$ cat src/source/l2_cfg_pkg.sv
package l2_cfg_pkg;

    // --------------------------------------------------
    // L2 geometry
    // --------------------------------------------------

    // 32-byte lines
    localparam int LINE_OFFSET_BITS = 5;

    // address splits as tag | index (SET_BITS wide) | line offset
    function automatic int tag_bits(input int addr_width, input int set_bits);
        return addr_width - set_bits - LINE_OFFSET_BITS;
    endfunction

    // sets per bank
    function automatic int num_sets(input int set_bits);
        return 1 << set_bits;
    endfunction

endpackage

$ cat src/source/pref_pkg.sv
package pref_pkg;

    // --------------------------------------------------
    // prefetch request types
    // --------------------------------------------------

    // bank select for the L2 tag store
    typedef enum logic {
        PREF_INSTR = 1'b0,
        PREF_DATA  = 1'b1
    } pref_kind_e;

    // issuer FSM
    typedef enum logic [1:0] {
        IDLE = 2'd0,
        REQ  = 2'd1
    } pref_state_e;

    // idle gap counter and target width
    localparam int GAP_W = 4;

endpackage

$ cat src/source/pref_if.sv
`timescale 1ns/10ps

interface pref_if #(
    parameter int ADDR_WIDTH = 32
);
    import pref_pkg::*;

    // request side, held until done
    logic                  valid;
    pref_kind_e            kind;
    logic [ADDR_WIDTH-1:0] addr;

    // completion pulse, hit qualified by done
    logic                  done;
    logic                  hit;

    modport issuer (
        output valid, kind, addr,
        input  done, hit
    );

    modport store (
        input  valid, kind, addr,
        output done, hit
    );

endinterface

$ cat src/source/addr_lfsr.sv
`timescale 1ns/10ps

module addr_lfsr #(
    parameter int          ADDR_WIDTH = 32,
    parameter logic [31:0] LFSR_SEED  = 32'd1
) (
    input  logic                  clk,
    input  logic                  rstn,
    input  logic                  step,
    output logic [ADDR_WIDTH-1:0] addr
);
    import l2_cfg_pkg::*;

    logic [31:0] state;
    logic        feedback;

    // taps 32, 22, 2, 1
    assign feedback = state[31] ^ state[21] ^ state[1] ^ state[0];

    always_ff @(posedge clk) begin
        if (!rstn) begin
            state <= LFSR_SEED;
        end else if (step) begin
            state <= {state[30:0], feedback};
        end
    end

    // line aligned
    assign addr = {state[ADDR_WIDTH-1:LINE_OFFSET_BITS], {LINE_OFFSET_BITS{1'b0}}};

    // all-zero state would lock up the sequence
    a_state_nonzero: assert property (@(posedge clk) disable iff (!rstn) state != '0);

endmodule

$ cat src/source/l2_prefetch_top.sv
`timescale 1ns/10ps

module l2_prefetch_top #(
    parameter int          ADDR_WIDTH = 32,
    parameter int          SET_BITS   = 3,
    parameter int          MAX_GAP    = 10,
    parameter logic [31:0] LFSR_SEED  = 32'd1
) (
    input  logic                  clk,
    input  logic                  rstn,
    // wishbone demand read port
    input  logic                  wb_cyc,
    input  logic                  wb_stb,
    input  logic [ADDR_WIDTH-1:0] wb_adr,
    input  pref_pkg::pref_kind_e  wb_kind,
    output logic                  wb_ack,
    output logic                  wb_dat,
    // prefetch observation
    output logic                  pref_valid,
    output pref_pkg::pref_kind_e  pref_kind,
    output logic [ADDR_WIDTH-1:0] pref_addr,
    output logic                  pref_done,
    output logic                  pref_hit
);
    logic                  lfsr_step;
    logic [ADDR_WIDTH-1:0] lfsr_addr;

    pref_if #(.ADDR_WIDTH(ADDR_WIDTH)) pif ();

    addr_lfsr #(.ADDR_WIDTH(ADDR_WIDTH), .LFSR_SEED(LFSR_SEED)) u_lfsr (
        .clk(clk), .rstn(rstn), .step(lfsr_step), .addr(lfsr_addr)
    );

    prefetch_issuer #(.ADDR_WIDTH(ADDR_WIDTH), .MAX_GAP(MAX_GAP)) u_issuer (
        .clk(clk), .rstn(rstn), .lfsr_addr(lfsr_addr), .lfsr_step(lfsr_step), .pif(pif)
    );

    l2_tag_store #(.ADDR_WIDTH(ADDR_WIDTH), .SET_BITS(SET_BITS)) u_store (
        .clk(clk), .rstn(rstn), .pif(pif),
        .wb_cyc(wb_cyc), .wb_stb(wb_stb), .wb_adr(wb_adr), .wb_kind(wb_kind),
        .wb_ack(wb_ack), .wb_dat(wb_dat)
    );

    assign pref_valid = pif.valid;
    assign pref_kind  = pif.kind;
    assign pref_addr  = pif.addr;
    assign pref_done  = pif.done;
    assign pref_hit   = pif.hit;

endmodule

$ cat src/source/l2_tag_store.sv
`timescale 1ns/10ps

module l2_tag_store #(
    parameter int ADDR_WIDTH = 32,
    parameter int SET_BITS   = 3
) (
    input  logic                  clk,
    input  logic                  rstn,
    pref_if.store                 pif,
    input  logic                  wb_cyc,
    input  logic                  wb_stb,
    input  logic [ADDR_WIDTH-1:0] wb_adr,
    input  pref_pkg::pref_kind_e  wb_kind,
    output logic                  wb_ack,
    output logic                  wb_dat
);
    import pref_pkg::*;
    import l2_cfg_pkg::*;

    localparam int TAG_W    = tag_bits(ADDR_WIDTH, SET_BITS);
    localparam int NUM_SETS = num_sets(SET_BITS);

    logic                  dem_req;
    logic                  dem_go;
    logic                  pf_go;
    logic                  op_go;
    logic [ADDR_WIDTH-1:0] op_addr;
    pref_kind_e            op_kind;
    logic                  op_bank;
    logic [TAG_W-1:0]      op_tag;
    logic [SET_BITS-1:0]   op_idx;
    logic                  op_hit;

    logic                  ack_q;
    logic                  done_q;
    logic                  hit_q;

    // per bank, 0 instruction and 1 data
    logic [NUM_SETS-1:0]   vld_q [2];
    logic [TAG_W-1:0]      tag_q [2][NUM_SETS];

    // --------------------------------------------------
    // arbitration, demand first
    // --------------------------------------------------

    assign dem_req = wb_cyc && wb_stb;

    // not re-served while its ack is out
    assign dem_go = dem_req && !ack_q;

    // prefetch waits as long as the demand master holds stb
    assign pf_go = pif.valid && !done_q && !dem_req;

    assign op_go   = dem_go || pf_go;
    assign op_addr = dem_go ? wb_adr : pif.addr;
    assign op_kind = dem_go ? wb_kind : pif.kind;

    // --------------------------------------------------
    // lookup
    // --------------------------------------------------

    assign op_bank = (op_kind == PREF_DATA);
    assign op_tag  = op_addr[ADDR_WIDTH-1 -: TAG_W];
    assign op_idx  = op_addr[LINE_OFFSET_BITS +: SET_BITS];
    assign op_hit  = vld_q[op_bank][op_idx] && (tag_q[op_bank][op_idx] == op_tag);

    always_ff @(posedge clk) begin
        if (!rstn) begin
            ack_q    <= 1'b0;
            done_q   <= 1'b0;
            hit_q    <= 1'b0;
            vld_q[0] <= '0;
            vld_q[1] <= '0;
        end else begin
            ack_q  <= dem_go;
            done_q <= pf_go;
            hit_q  <= op_go && op_hit;
            // install on miss
            if (op_go && !op_hit) begin
                vld_q[op_bank][op_idx] <= 1'b1;
            end
        end
    end

    always_ff @(posedge clk) begin
        if (op_go && !op_hit) begin
            tag_q[op_bank][op_idx] <= op_tag;
        end
    end

    assign wb_ack   = ack_q;
    assign wb_dat   = hit_q;
    assign pif.done = done_q;
    assign pif.hit  = hit_q;

    // one lookup per cycle so completions never overlap
    a_ack_done_excl: assert property (@(posedge clk) disable iff (!rstn)
        !(wb_ack && pif.done));

    a_ack_pulse: assert property (@(posedge clk) disable iff (!rstn)
        wb_ack |=> !wb_ack);

endmodule

$ cat src/source/prefetch_issuer.sv
`timescale 1ns/10ps

module prefetch_issuer #(
    parameter int ADDR_WIDTH = 32,
    parameter int MAX_GAP    = 10
) (
    input  logic                  clk,
    input  logic                  rstn,
    input  logic [ADDR_WIDTH-1:0] lfsr_addr,
    output logic                  lfsr_step,
    pref_if.issuer                pif
);
    import pref_pkg::*;

    pref_state_e           state_q;
    pref_state_e           state_d;
    logic [GAP_W-1:0]      target_q;
    logic [GAP_W-1:0]      count_q;
    logic [GAP_W-1:0]      count_inc;
    logic                  gap_done;
    pref_kind_e            kind_q;
    logic [ADDR_WIDTH-1:0] addr_q;

    // --------------------------------------------------
    // idle gap
    // --------------------------------------------------

    assign count_inc = count_q + 1'b1;

    // last idle cycle of the current gap
    assign gap_done = (state_q == IDLE) && (count_inc == target_q);

    // one step per request, address taken at the same edge
    assign lfsr_step = gap_done;

    // --------------------------------------------------
    // request FSM
    // --------------------------------------------------

    always_comb begin
        state_d = state_q;
        case (state_q)
            IDLE: begin
                if (gap_done) begin
                    state_d = REQ;
                end
            end
            REQ: begin
                if (pif.done) begin
                    state_d = IDLE;
                end
            end
            default: state_d = IDLE;
        endcase
    end

    always_ff @(posedge clk) begin
        if (!rstn) begin
            state_q  <= IDLE;
            target_q <= GAP_W'(1);
            count_q  <= '0;
            kind_q   <= PREF_INSTR;
        end else begin
            state_q <= state_d;
            // counter frozen while a request is out
            if (state_q == IDLE) begin
                count_q <= gap_done ? '0 : count_inc;
            end
            if (state_q == REQ && pif.done) begin
                kind_q   <= (kind_q == PREF_INSTR) ? PREF_DATA : PREF_INSTR;
                target_q <= (target_q == GAP_W'(MAX_GAP)) ? GAP_W'(1) : target_q + 1'b1;
            end
        end
    end

    always_ff @(posedge clk) begin
        if (gap_done) begin
            addr_q <= lfsr_addr;
        end
    end

    assign pif.valid = (state_q == REQ);
    assign pif.kind  = kind_q;
    assign pif.addr  = addr_q;

    // request held stable until the store completes it
    a_req_stable: assert property (@(posedge clk) disable iff (!rstn)
        pif.valid && !pif.done |=> $stable(pif.addr) && $stable(pif.kind));

    a_valid_drops: assert property (@(posedge clk) disable iff (!rstn)
        pif.valid && pif.done |=> !pif.valid);

endmodule

$ cat config.mk
export PLATFORM = sky130hd
export DESIGN_NAME = l2_prefetch_top
export DESIGN_NICKNAME = d
export VERILOG_FILES = /design/src/source/l2_cfg_pkg.sv /design/src/source/pref_pkg.sv /design/src/source/pref_if.sv /design/src/source/addr_lfsr.sv /design/src/source/l2_prefetch_top.sv /design/src/source/l2_tag_store.sv /design/src/source/prefetch_issuer.sv
export SDC_FILE = /design/constraint.sdc
export NUM_CORES = 1
export LEC_CHECK = 0
export ABC_AREA = 1
export BUFFER_PORTS_ARGS = -buffer_cell sky130_fd_sc_hd__clkbuf_2
export CAP_MARGIN = 25
export CORE_ASPECT_RATIO = 1.1
export CORE_MARGIN = 1.5
export CORE_UTILIZATION = 30
export DETAILED_ROUTE_END_ITERATION = 7
export PLACE_DENSITY = 0.43
export SYNTH_ARGS = -nofsm -noshare
export SYNTH_HDL_FRONTEND = slang
export SYNTH_SLANG_ARGS = --single-unit
$ cat constraint.sdc
create_clock -name clk -period 5.02 [get_ports clk]
set_clock_uncertainty 0.15 [all_clocks]
set_input_delay 0.502 -clock clk [delete_from_list [all_inputs] [get_ports clk]]
set_output_delay 0.502 -clock clk [all_outputs]
set_load 0.02 [all_outputs]
==> impl_results.md, run 1 <==
- Outcome: finished, final reports clean
- Pre-antenna DRT Iters: 7
- Synth warn: 0
- Grt ovf: 0
- Max stage delay on crit path: 410 ps
- Clk slew on worst S/H paths: 60 ps
- TritonCTS Buffers: 49
- Cts repair resizes: 0
- Cell Area, Synth: 19,700 um^2
- Fill cells: 6,476
- Commonest non-fill, non-tap cell in the layout: nand2_1
- Worst EP arrival: 4430 ps
- I/O Buffers: 64
- CTS max path bufs: 3
- HPWL after DPL: 35.0 mm
- DRT iter0 DRCs: 898
- PwrDens: 538 nW/um^2
- Postcts setup bufs: 0
- Peak supply drop: 0.799 mV
- Global Route Usage Sum: 0.172
- Initial antenna violation count: 1
- CTS H-tree lvls: 2
- Max cap viols: 0
- Slowest CP cell: dfxtp_1
- Nets: 2,052
- Tcrit/Tclk final: 0.860
- Pre-CTS setup slack: 415 ps
- Largest net degree at the start of global routing: 70
- Actual slew at the worst max-slew pin: 867 ps
- Post-route ant nets: 0
- CP startpoint kind: flop
- Post-route DRC: 0
- FP Rows: 98
- Placer Congestion: 0.762
- Crit-path max FO: 21
- Commonest cells after routing, fill and taps aside: 712 x nand2_1, 411 x edfxtp_1, 243 x nand3_1, 128 x nor2_1, 74 x o21ai_0
- HP Start: wb_stb
- Global-route wire length before repair: 85.7 mm
- RSZ-0062 raised after global routing: false
- Clock Tree Root: clkbuf_16
- Full die area: 67,200 um^2
- Die Y: 272 um
- Vias per cell: 4.69
- Post-synthesis cell count: 1,903
- Syn_area_per_cell: 10.3 um^2
- Area after detailed placement: 21,900 um^2
- Hold WC Path Type: primary input to flop
- Clk_lat worst skew: 590 ps
- Routed WL: 57.3 mm
- Netlist cell types: 36
- Io pins: 75
- Core ar.: 65,000 um^2
- Pleak: 9.05 nW
- Critical path origin: u_store.wb_ack$_SDFF_PN0_
- Setup TNS: 0 ps
- Post-DR wirelength/cell: 19.8 um
- Clock sinks: 472
- Syn-to-layout area delta: 18.4%
- # hold bufs at CTS: 0
- Starting Density: 0.303
- CTS tree: yes
- Most used cell, CP: nand2_1
- Via count: 13,600
- Yosys reg bits: 472
- Achievable clock frequency: 0.232 GHz
- Sequential share of the synthesized area: 0.689
- Antenna Cells: 0
- Worst Path Required: 5140 ps
- Share of layout cells above drive strength 1: 0.128
- Vias in the first global route: 13,400
- Crit path cell chain: inv_2 -> nand3_2 -> buf_4 -> nand2_1 -> o21ai_4 -> nor2_1 -> nand2_1 -> nand2_1 -> nor2_1 -> nand4_1 -> nand2_1 -> nor2_1 -> nand2_1 -> nor2_1 -> nand2_1 -> nor2_2 -> nor2_4 -> nand2_1 -> nor2_4 -> buf_12
- Setup CP Type: flop to flop
- Min cycle time layout: 4320 ps
- Final-report hold violation count: 0
- Die Width: 247 um
- Relative slew slack: 0.420
- Design area: 23,300 um^2
- Max Transition Viols Final: 0
- PnR worst setup slack: 703 ps
- R2R Path Start: u_store.wb_ack$_SDFF_PN0_
- Crit end category: flop
- Setup Viol. Count Final: 0
## sequential cells by signal, indices dropped and copies added (netlist names)
register,flops
u_store.tag_q,384
u_store.vld_q,16
u_issuer.count_q,4
u_store.wb_ack,1
u_store.pif.done,1
u_issuer.pif.kind,1
u_lfsr.state,32
u_issuer.state_q,1
u_store.pif.hit,1
u_issuer.target_q,4
u_issuer.pif.addr,27
## Yosys cell counts
master / n / area (um^2)
ha_1: 1 / 12.5
inv_2: 3 / 11.3
o21ai_1: 8 / 40.0
nand4_1: 19 / 119
and3_1: 1 / 6.26
nor2_2: 1 / 6.26
nand3_1: 243 / 1220
edfxtp_1: 411 / 12300
clkbuf_1: 39 / 146
nor2_1: 145 / 544
o22ai_1: 2 / 12.5
a21oi_1: 7 / 35.0
clkinv_1: 2 / 7.51
nand2_1: 713 / 2680
nor3_1: 3 / 15.0
xor2_1: 5 / 43.8
buf_1: 4 / 15.0
buf_6: 2 / 22.5
nand3_2: 1 / 10.0
buf_4: 13 / 97.6
a2111oi_0: 1 / 8.76
conb_1: 1 / 3.75
nand3b_1: 1 / 7.51
o21bai_1: 3 / 22.5
buf_2: 48 / 240
o21ai_0: 83 / 415
or2_2: 8 / 50.1
a2bb2oi_1: 2 / 17.5
inv_1: 61 / 229
xnor2_1: 3 / 26.3
nor4_1: 1 / 6.26
nand4_2: 1 / 12.5
dfxtp_1: 61 / 1220
a211oi_1: 2 / 15.0
nor2_4: 2 / 22.5
nand2_2: 2 / 12.5
## area by class of cell
class | count | area, um^2 | area share
inverters | 66 | 248 | 0.0106
well taps | 850 | 1060 | 0.0456
multi-input cells | 1263 | 5540 | 0.237
clock buffers | 62 | 1270 | 0.0547
clock inverters | 26 | 153 | 0.00655
flip-flops and latches | 472 | 13600 | 0.582
repair buffers | 162 | 1480 | 0.0635
## power by group
part	switching, W	internal (W)
clock network	0.00150	0.00184
registers	0.000215	0.00514
logic	0.00273	0.00113
## per-stage QoR
stage / cells / hold slack (ps) / util / power (W)
floorplan: 1907 / 268 / - / 0.00766
global placement: 2812 / 279 / 0.337 / 0.00930
detailed placement: 2813 / 283 / 0.337 / 0.00936
CTS: 2901 / 175 / 0.359 / 0.0127
global route: 2901 / 240 / 0.359 / 0.0133
finish: 2901 / 198 / 0.359 / 0.0126
## worst paths after layout
check | to | slack (ps) | depth (start not counted)
setup / recovery | u_store.tag_q[0][99]$_DFFE_PP_ | 700 | 20
setup reg to reg | u_store.tag_q[0][99]$_DFFE_PP_ | 700 | 20
hold / removal | u_store.pif.done$_SDFF_PN0_ | 200 | 4
hold reg to reg | u_store.vld_q[0][1]$_DFF_P_ | 290 | 2
## critical path: cells and delay by family (launching register included)
family,cells,cell delay (ps)
AND/OR/NAND/NOR,16,2450
buffers and inverters,3,590
flip-flops,1,410
AO/OA/AOI/OAI,1,330
## metal layers
layer | track usage | vias up | routed length (um)
met5 | 0 | - | 0
met4 | 0.0502 | 0 | 1410
met3 | 0.0262 | 89 | 2620
met2 | 0.290 | 278 | 27900
met1 | 0.227 | 6585 | 25400
li1 | - | 6656 | -
## cell families after synthesis
group,after synthesis,synth area share
AND/OR/NAND/NOR,1141,0.239
AO/OA/AOI/OAI,108,0.0288
buffers and inverters,172,0.0391
flip-flops,472,0.689
XOR/XNOR,8,0.00356
other,1,0.000190
adder cells (fa/ha/maj),1,0.000635
Power figures use the tool's default switching activity.
==> run 2: changes to the inputs <==
--- a/config.mk
+++ b/config.mk
@@ -10,9 +10,10 @@
 export CAP_MARGIN = 25
 export CORE_ASPECT_RATIO = 1.1
 export CORE_MARGIN = 1.5
-export CORE_UTILIZATION = 30
+export CORE_UTILIZATION = 35
 export DETAILED_ROUTE_END_ITERATION = 7
-export PLACE_DENSITY = 0.43
+export PLACE_DENSITY = 0.48
+export SLEW_MARGIN = 5
 export SYNTH_ARGS = -nofsm -noshare
 export SYNTH_HDL_FRONTEND = slang
 export SYNTH_SLANG_ARGS = --single-unit
==> impl_results.md, run 2 (synthesis results as in run 1) <==
- Placer Congestion: 0.768 (was 0.762)
- Hold WC Path Type: primary input to flop (unchanged)
- Initial antenna violation count: 0 (was 1)
- CP startpoint kind: flop (unchanged)
- RR Endpoint: u_store.tag_q[1][121]$_DFFE_PP_ (was u_store.tag_q[0][99]$_DFFE_PP_)
- Commonest non-fill, non-tap cell in the layout: nand2_1 (unchanged)
- Max stage delay on crit path: 600 ps (was 410 ps)
- Final-report hold violation count: 0 (unchanged)
- Full die area: 57,700 um^2 (was 67,200 um^2)
- Crit path cell chain: inv_2 -> nand4_2 -> buf_4 -> nand3_1 -> nand3_1 -> nand2_1 -> nand2_1 -> nand2_1 -> o21ai_0 -> nand2_1 -> nor2_1 -> nand2_1 -> nor2_1 -> nand2_1 -> nor2_2 -> nor2_4 -> buf_12 -> nand2_1 -> nor2_4 -> buf_12 (was inv_2 -> nand3_2 -> buf_4 -> nand2_1 -> o21ai_4 -> nor2_1 -> nand2_1 -> nand2_1 -> nor2_1 -> nand4_1 -> nand2_1 -> nor2_1 -> nand2_1 -> nor2_1 -> nand2_1 -> nor2_2 -> nor2_4 -> nand2_1 -> nor2_4 -> buf_12)
- Relative slew slack: 0.302 (was 0.420)
- Post-route DRC: 0 (unchanged)
- Crit-path max FO: 53 (was 21)
- Setup CP Type: flop to flop (unchanged)
- Worst hold margin: 213 ps (was 198 ps)
- Cts repair resizes: 0 (unchanged)
- Outcome: finished, final reports clean (unchanged)
- Commonest cells after routing, fill and taps aside: 712 x nand2_1, 411 x edfxtp_1, 243 x nand3_1, 128 x nor2_1, 75 x o21ai_0 (was 712 x nand2_1, 411 x edfxtp_1, 243 x nand3_1, 128 x nor2_1, 74 x o21ai_0)
- Peak supply drop: 0.611 mV (was 0.799 mV)
- Via count: 13,600 (about the same)
- Top routing layer used: met4 (unchanged)
- Antenna Cells: 0 (unchanged)
- Max FFs per register: 384 (unchanged)
- R2R Path Start: u_store.wb_ack$_SDFF_PN0_ (unchanged)
- CP top delay family: simple AND/OR/NAND/NOR gates (unchanged)
- Vias per cell: 4.89 (was 4.69)
- Routed WL: 54.5 mm (was 57.3 mm)
- Syn-to-layout area delta: 18.4% (about the same)
- Postcts setup bufs: 0 (unchanged)
- Post-route ant nets: 0 (unchanged)
- Max Transition Viols Final: 0 (unchanged)
- Achievable clock frequency: 0.246 GHz (was 0.232 GHz)
- FP Rows: 91 (was 98)
- Clock sinks: 472 (unchanged)
- Tcrit/Tclk final: 0.811 (was 0.860)
- Actual slew at the worst max-slew pin: 1040 ps (was 867 ps)
- Vias in the first global route: 13,400 (about the same)
- M1 WL: 24.3 mm (was 25.4 mm)
- PwrDens: 549 nW/um^2 (was 538 nW/um^2)
- Max cap viols: 0 (unchanged)
- WHS Endpoint: u_store.pif.done$_SDFF_PN0_ (unchanged)
- Most used cell, CP: nand2_1 (unchanged)
- Die Y: 252 um (was 272 um)
- Starting Density: 0.353 (was 0.303)
- RSZ-0062 raised after global routing: false (unchanged)
- DRT iter0 DRCs: 1,038 (was 898)
- R2R cell count: 20 (unchanged)
- HP Start: wb_stb (unchanged)
- Post-route insts no fill: 2,780 (was 2,901)
- Largest net degree at the start of global routing: 69 (was 70)
- Crit end category: flop (unchanged)
- Clk_lat worst skew: 590 ps (about the same)
- DP Cell Count: 2,692 (was 2,813)
- I/O Buffers: 64 (unchanged)
- Worst Hold Depth: 4 (unchanged)
- Slowest CP cell: buf_4 (was dfxtp_1)
- Global Route Usage Sum: 0.190 (was 0.172)
- Routed wl met2: 26.3 mm (was 27.9 mm)
- Pleak: 9.08 nW (was 9.05 nW)
- Clock Tree Root: clkbuf_16 (unchanged)
- Core ar.: 55,800 um^2 (was 65,000 um^2)
- HPWL after DPL: 32.2 mm (was 35.0 mm)
- R2r setup slk: 950 ps (was 700 ps)
- Most flops, register: u_store.tag_q (unchanged)
- Pre-antenna DRT Iters: 5 (was 7)
- Global-route wire length before repair: 82.7 mm (was 85.7 mm)
- Min cycle time layout: 4070 ps (was 4320 ps)
- Grt ovf: 0 (unchanged)
- CTS H-tree lvls: 2 (unchanged)
- # hold bufs at CTS: 0 (unchanged)
- Nets: 2,035 (was 2,052)
- Worst Path Required: 5180 ps (was 5140 ps)
- Met3 wire length: 2.71 mm (was 2.62 mm)
- CTS max path bufs: 3 (unchanged)
- Die Width: 229 um (was 247 um)
- Share of layout cells above drive strength 1: 0.127 (was 0.128)
- CTS tree: yes (unchanged)
- TritonCTS Buffers: 47 (was 49)
- Setup TNS: 0 ps (unchanged)
- Clk slew on worst S/H paths: 60 ps (about the same)
- Post-DR wirelength/cell: 19.6 um (was 19.8 um)
- Setup Viol. Count Final: 0 (unchanged)
- Io pins: 75 (unchanged)
- WP buf/inv: 4 (was 3)
- Worst EP arrival: 4230 ps (was 4430 ps)
[run 2: cell types whose count changed in the layout (fill, tap and decap cells not counted), moves of 2 or more]
cell       delta
clkbuf_8      +5
clkbuf_16     -2
buf_12        +6
clkinv_1      -5
buf_4        -21
clkbuf_1      -5
bufinv_16     +6
[run 2: per-stage QoR]
stage	util	setup WS (ps)	area [um^2]	power (W)
after floorplan	-	746	19700	0.00766
after global placement	0.389	778	21700	0.00919
after detailed placement	0.389	786	21700	0.00927
after CTS	0.418	911	23300	0.0129
after global routing	0.418	598	23300	0.0135
final	0.418	949	23300	0.0128
[run 2: final cells by class]
cell class / instances / area (um^2)
clock buffers: 60 / 1270
inverters: 66 / 248
clock inverters: 28 / 322
multi-input cells: 1263 / 5540
flip-flops and latches: 472 / 13600
well taps: 744 / 931
repair buffers: 147 / 1440
fillers: 5412 / 32500
[run 2: power breakdown]
group	switching, W	internal (W)	total [W]
Combinational	0.00269	0.00110	0.00379
Clock	0.00150	0.00216	0.00366
Sequential	0.000208	0.00514	0.00535
Total	0.00440	0.00839	0.0128
[run 2: routing by layer]
layer,vias to the layer above,GRT usage
met1,6588,0.249
met4,0,0.0483
met2,313,0.325
met5,-,0
met3,64,0.0329
li1,6631,-
[run 2: worst reg2reg max path, delay by kind of cell, from the launching register on]
kind / cells / cell delay [ps]
flip-flops: 1 / 420
buffers and inverters: 4 / 1040
AND/OR/NAND/NOR: 15 / 1910
AO/OA/AOI/OAI: 1 / 250
[run 2: worst max-delay path by stage]
stage / start / end / cells past startpoint
2_1_floorplan: wb_cyc / u_store.tag_q[0][168]$_DFFE_PP_ / 13
3_3_place_gp: wb_cyc / u_store.tag_q[1][129]$_DFFE_PP_ / 22
3_5_place_dp: wb_cyc / u_store.tag_q[1][140]$_DFFE_PP_ / 22
4_1_cts: u_store.wb_ack$_SDFF_PN0_ / u_store.tag_q[1][121]$_DFFE_PP_ / 22
5_1_grt: u_store.wb_ack$_SDFF_PN0_ / u_store.tag_q[0][132]$_DFFE_PP_ / 22
6_report: u_store.wb_ack$_SDFF_PN0_ / u_store.tag_q[1][121]$_DFFE_PP_ / 20
==> run 3: changes to the inputs <==
==> constraint.sdc (replaced) <==
create_clock -name clk -period 4.3 [get_ports clk]
set_clock_uncertainty 0.15 [all_clocks]
set_input_delay 0.43 -clock clk [delete_from_list [all_inputs] [get_ports clk]]
set_output_delay 0.43 -clock clk [all_outputs]
set_load 0.02 [all_outputs]
==> impl_results.md, run 3 (synthesis results as in run 1) <==
- CTS H-tree lvls: 2 (unchanged)
- Vias in the first global route: 13,400 (about the same)
- Hold WC Path Type: primary input to flop (unchanged)
- Clock sinks: 472 (unchanged)
- Grt ovf: 0 (unchanged)
- Routing usage on met3: 0.0249 (was 0.0329)
- Internal power: 0.00968 W (was 0.00839 W)
- Placer Congestion: 0.785 (was 0.768)
- Commonest cells after routing, fill and taps aside: 712 x nand2_1, 411 x edfxtp_1, 243 x nand3_1, 128 x nor2_1, 75 x o21ai_0 (unchanged)
- CP startpoint kind: flop (unchanged)
- Core ar.: 55,800 um^2 (unchanged)
- Max cap viols: 0 (unchanged)
- Max FFs per register: 384 (unchanged)
- Grt met1 use: 0.255 (was 0.249)
- Clock Tree Root: clkbuf_16 (unchanged)
- Via count: 13,700 (was 13,600)
- Full die area: 57,700 um^2 (unchanged)
- Worst Path Required: 4440 ps (was 5180 ps)
- Vias per cell: 4.88 (was 4.89)
- Min cycle time layout: 3980 ps (was 4070 ps)
- FP Rows: 91 (unchanged)
- Crit path cell chain: inv_2 -> nand3_2 -> o21ai_4 -> buf_12 -> nand3_1 -> nand2_1 -> nand2_1 -> nand2_1 -> o21ai_0 -> nand2_1 -> nor2_1 -> nand2_1 -> nor2_1 -> nand2_1 -> nor2_2 -> nor2_4 -> nand2_1 -> nor2_4 -> buf_12 (was inv_2 -> nand4_2 -> buf_4 -> nand3_1 -> nand3_1 -> nand2_1 -> nand2_1 -> nand2_1 -> o21ai_0 -> nand2_1 -> nor2_1 -> nand2_1 -> nor2_1 -> nand2_1 -> nor2_2 -> nor2_4 -> buf_12 -> nand2_1 -> nor2_4 -> buf_12)
- Postcts setup bufs: 0 (unchanged)
- Net Switching: 0.00511 W (was 0.00440 W)
- HP Start: rstn (was wb_stb)
- CTS max path bufs: 3 (unchanged)
- Clk_lat worst skew: 590 ps (about the same)
- Clock Power Share: 0.273 (was 0.286)
- Cts repair resizes: 0 (unchanged)
- Pre-antenna DRT Iters: 5 (unchanged)
- PwrDens: 629 nW/um^2 (was 549 nW/um^2)
- R2R Path Start: u_store.wb_ack$_SDFF_PN0_ (unchanged)
- Largest net degree at the start of global routing: 68 (was 69)
- Global-route wire length before repair: 82.5 mm (was 82.7 mm)
- Clk slew on worst S/H paths: 60 ps (about the same)
- Commonest non-fill, non-tap cell in the layout: nand2_1 (unchanged)
- Final-report hold violation count: 0 (unchanged)
- Combinational share of power: 0.305 (was 0.296)
- Starting Density: 0.353 (unchanged)
- Peak supply drop: 0.459 mV (was 0.611 mV)
- Setup Viol. Count Final: 0 (unchanged)
- PnR worst setup slack: 320 ps (was 949 ps)
- Share of layout cells above drive strength 1: 0.137 (was 0.127)
- Slowest CP cell: o21ai_4 (was buf_4)
- # hold bufs at CTS: 0 (unchanged)
- Max stage delay on crit path: 540 ps (was 600 ps)
- Post-route ant nets: 0 (unchanged)
- Initial antenna violation count: 0 (unchanged)
- CTS tree: yes (unchanged)
- Routed WL: 54.5 mm (about the same)
- Die Width: 229 um (unchanged)
- DRT iter0 DRCs: 950 (was 1,038)
- M2 GR Usage: 0.323 (was 0.325)
- Die Y: 252 um (unchanged)
- Switching part of the total: 0.346 (was 0.344)
- Achievable clock frequency: 0.251 GHz (was 0.246 GHz)
- Crit-path max FO: 20 (was 53)
- Global Route Usage Sum: 0.190 (about the same)
- Critical path origin: u_store.wb_ack$_SDFF_PN0_ (unchanged)
- Antenna Cells: 0 (unchanged)
- Nets: 2,064 (was 2,035)
- Io pins: 75 (unchanged)
- RSZ-0062 raised after global routing: false (unchanged)
- Setup CP Type: flop to flop (unchanged)
- Syn-to-layout area delta: 19.4% (was 18.4%)
- Pre-CTS setup slack: 138 ps (was 786 ps)
- HPWL after DPL: 34.0 mm (was 32.2 mm)
- Max Transition Viols Final: 0 (unchanged)
- Post-route DRC: 0 (unchanged)
- Tcrit/Tclk final: 0.926 (was 0.811)
- GR peak layer: met2 (unchanged)
- Setup TNS: 0 ps (unchanged)
- Relative slew slack: 0.468 (was 0.302)
- I/O Buffers: 64 (unchanged)
- TritonCTS Buffers: 47 (unchanged)
- Most flops, register: u_store.tag_q (unchanged)
- Outcome: finished, final reports clean (unchanged)
- Actual slew at the worst max-slew pin: 790 ps (was 1040 ps)
- Pleak: 9.21 nW (was 9.08 nW)
- Most used cell, CP: nand2_1 (unchanged)
- Worst EP arrival: 4120 ps (was 4230 ps)
- Flop pwr share: 0.423 (was 0.418)
- Fill cells: 5,400 (was 5,412)
- Crit end category: flop (unchanged)
- Post-DR wirelength/cell: 19.4 um (was 19.6 um)
## run 3: final timing paths
| kind | end | slack [ps] | cells past startpoint |
|---|---|---|---|
| max reg2reg | u_store.tag_q[1][137]$_DFFE_PP_ | 320 | 19 |
| min reg2reg | u_store.vld_q[0][4]$_DFF_P_ | 290 | 2 |
| max | u_store.tag_q[1][137]$_DFFE_PP_ | 320 | 19 |
| min | u_store.pif.done$_SDFF_PN0_ | 120 | 3 |
## run 3: metal layers
| metal | part of all wire | up-vias |
|---|---|---|
| met5 | 0 | - |
| met4 | 0.020 | 0 |
| met3 | 0.049 | 61 |
| met2 | 0.49 | 340 |
| met1 | 0.45 | 6622 |
| li1 | - | 6675 |
## run 3: cell type report
type	count	area [um^2]	share of cell area
multi-input combinational	1263	5540	0.236
sequential	472	13600	0.577
timing repair buffer	176	1740	0.0739
clock buffer	62	1310	0.0556
inverter	66	248	0.0105
tap	744	931	0.0396
clock inverter	25	189	0.00804
## run 3: power groups by stage
stage | logic, W | registers (W) | clock network [W]
CTS | 0.00457 | 0.00626 | 0.00413
detailed placement | 0.00455 | 0.00636 | 0
global placement | 0.00452 | 0.00634 | 0
finish | 0.00451 | 0.00626 | 0.00403
floorplan | 0.00250 | 0.00645 | 0
global route | 0.00502 | 0.00631 | 0.00427
## run 3: per-stage QoR
step	cell area [um^2]	std cells	power, W	utilization	hold WS, ps
floorplan	19700	1907	0.00894	-	268
global placement	22000	2721	0.0109	0.395	279
detailed placement	22000	2721	0.0109	0.395	283
CTS	23500	2808	0.0150	0.421	104
global route	23500	2808	0.0156	0.421	136
finish	23500	2808	0.0148	0.421	121
## run 3: worst max-delay path, delay by kind of cell (launching register included)
family          cells  cell delay (ps)
compound gates      2              690
buf+inv             3              530
flops               1              350
simple gates       14             1940
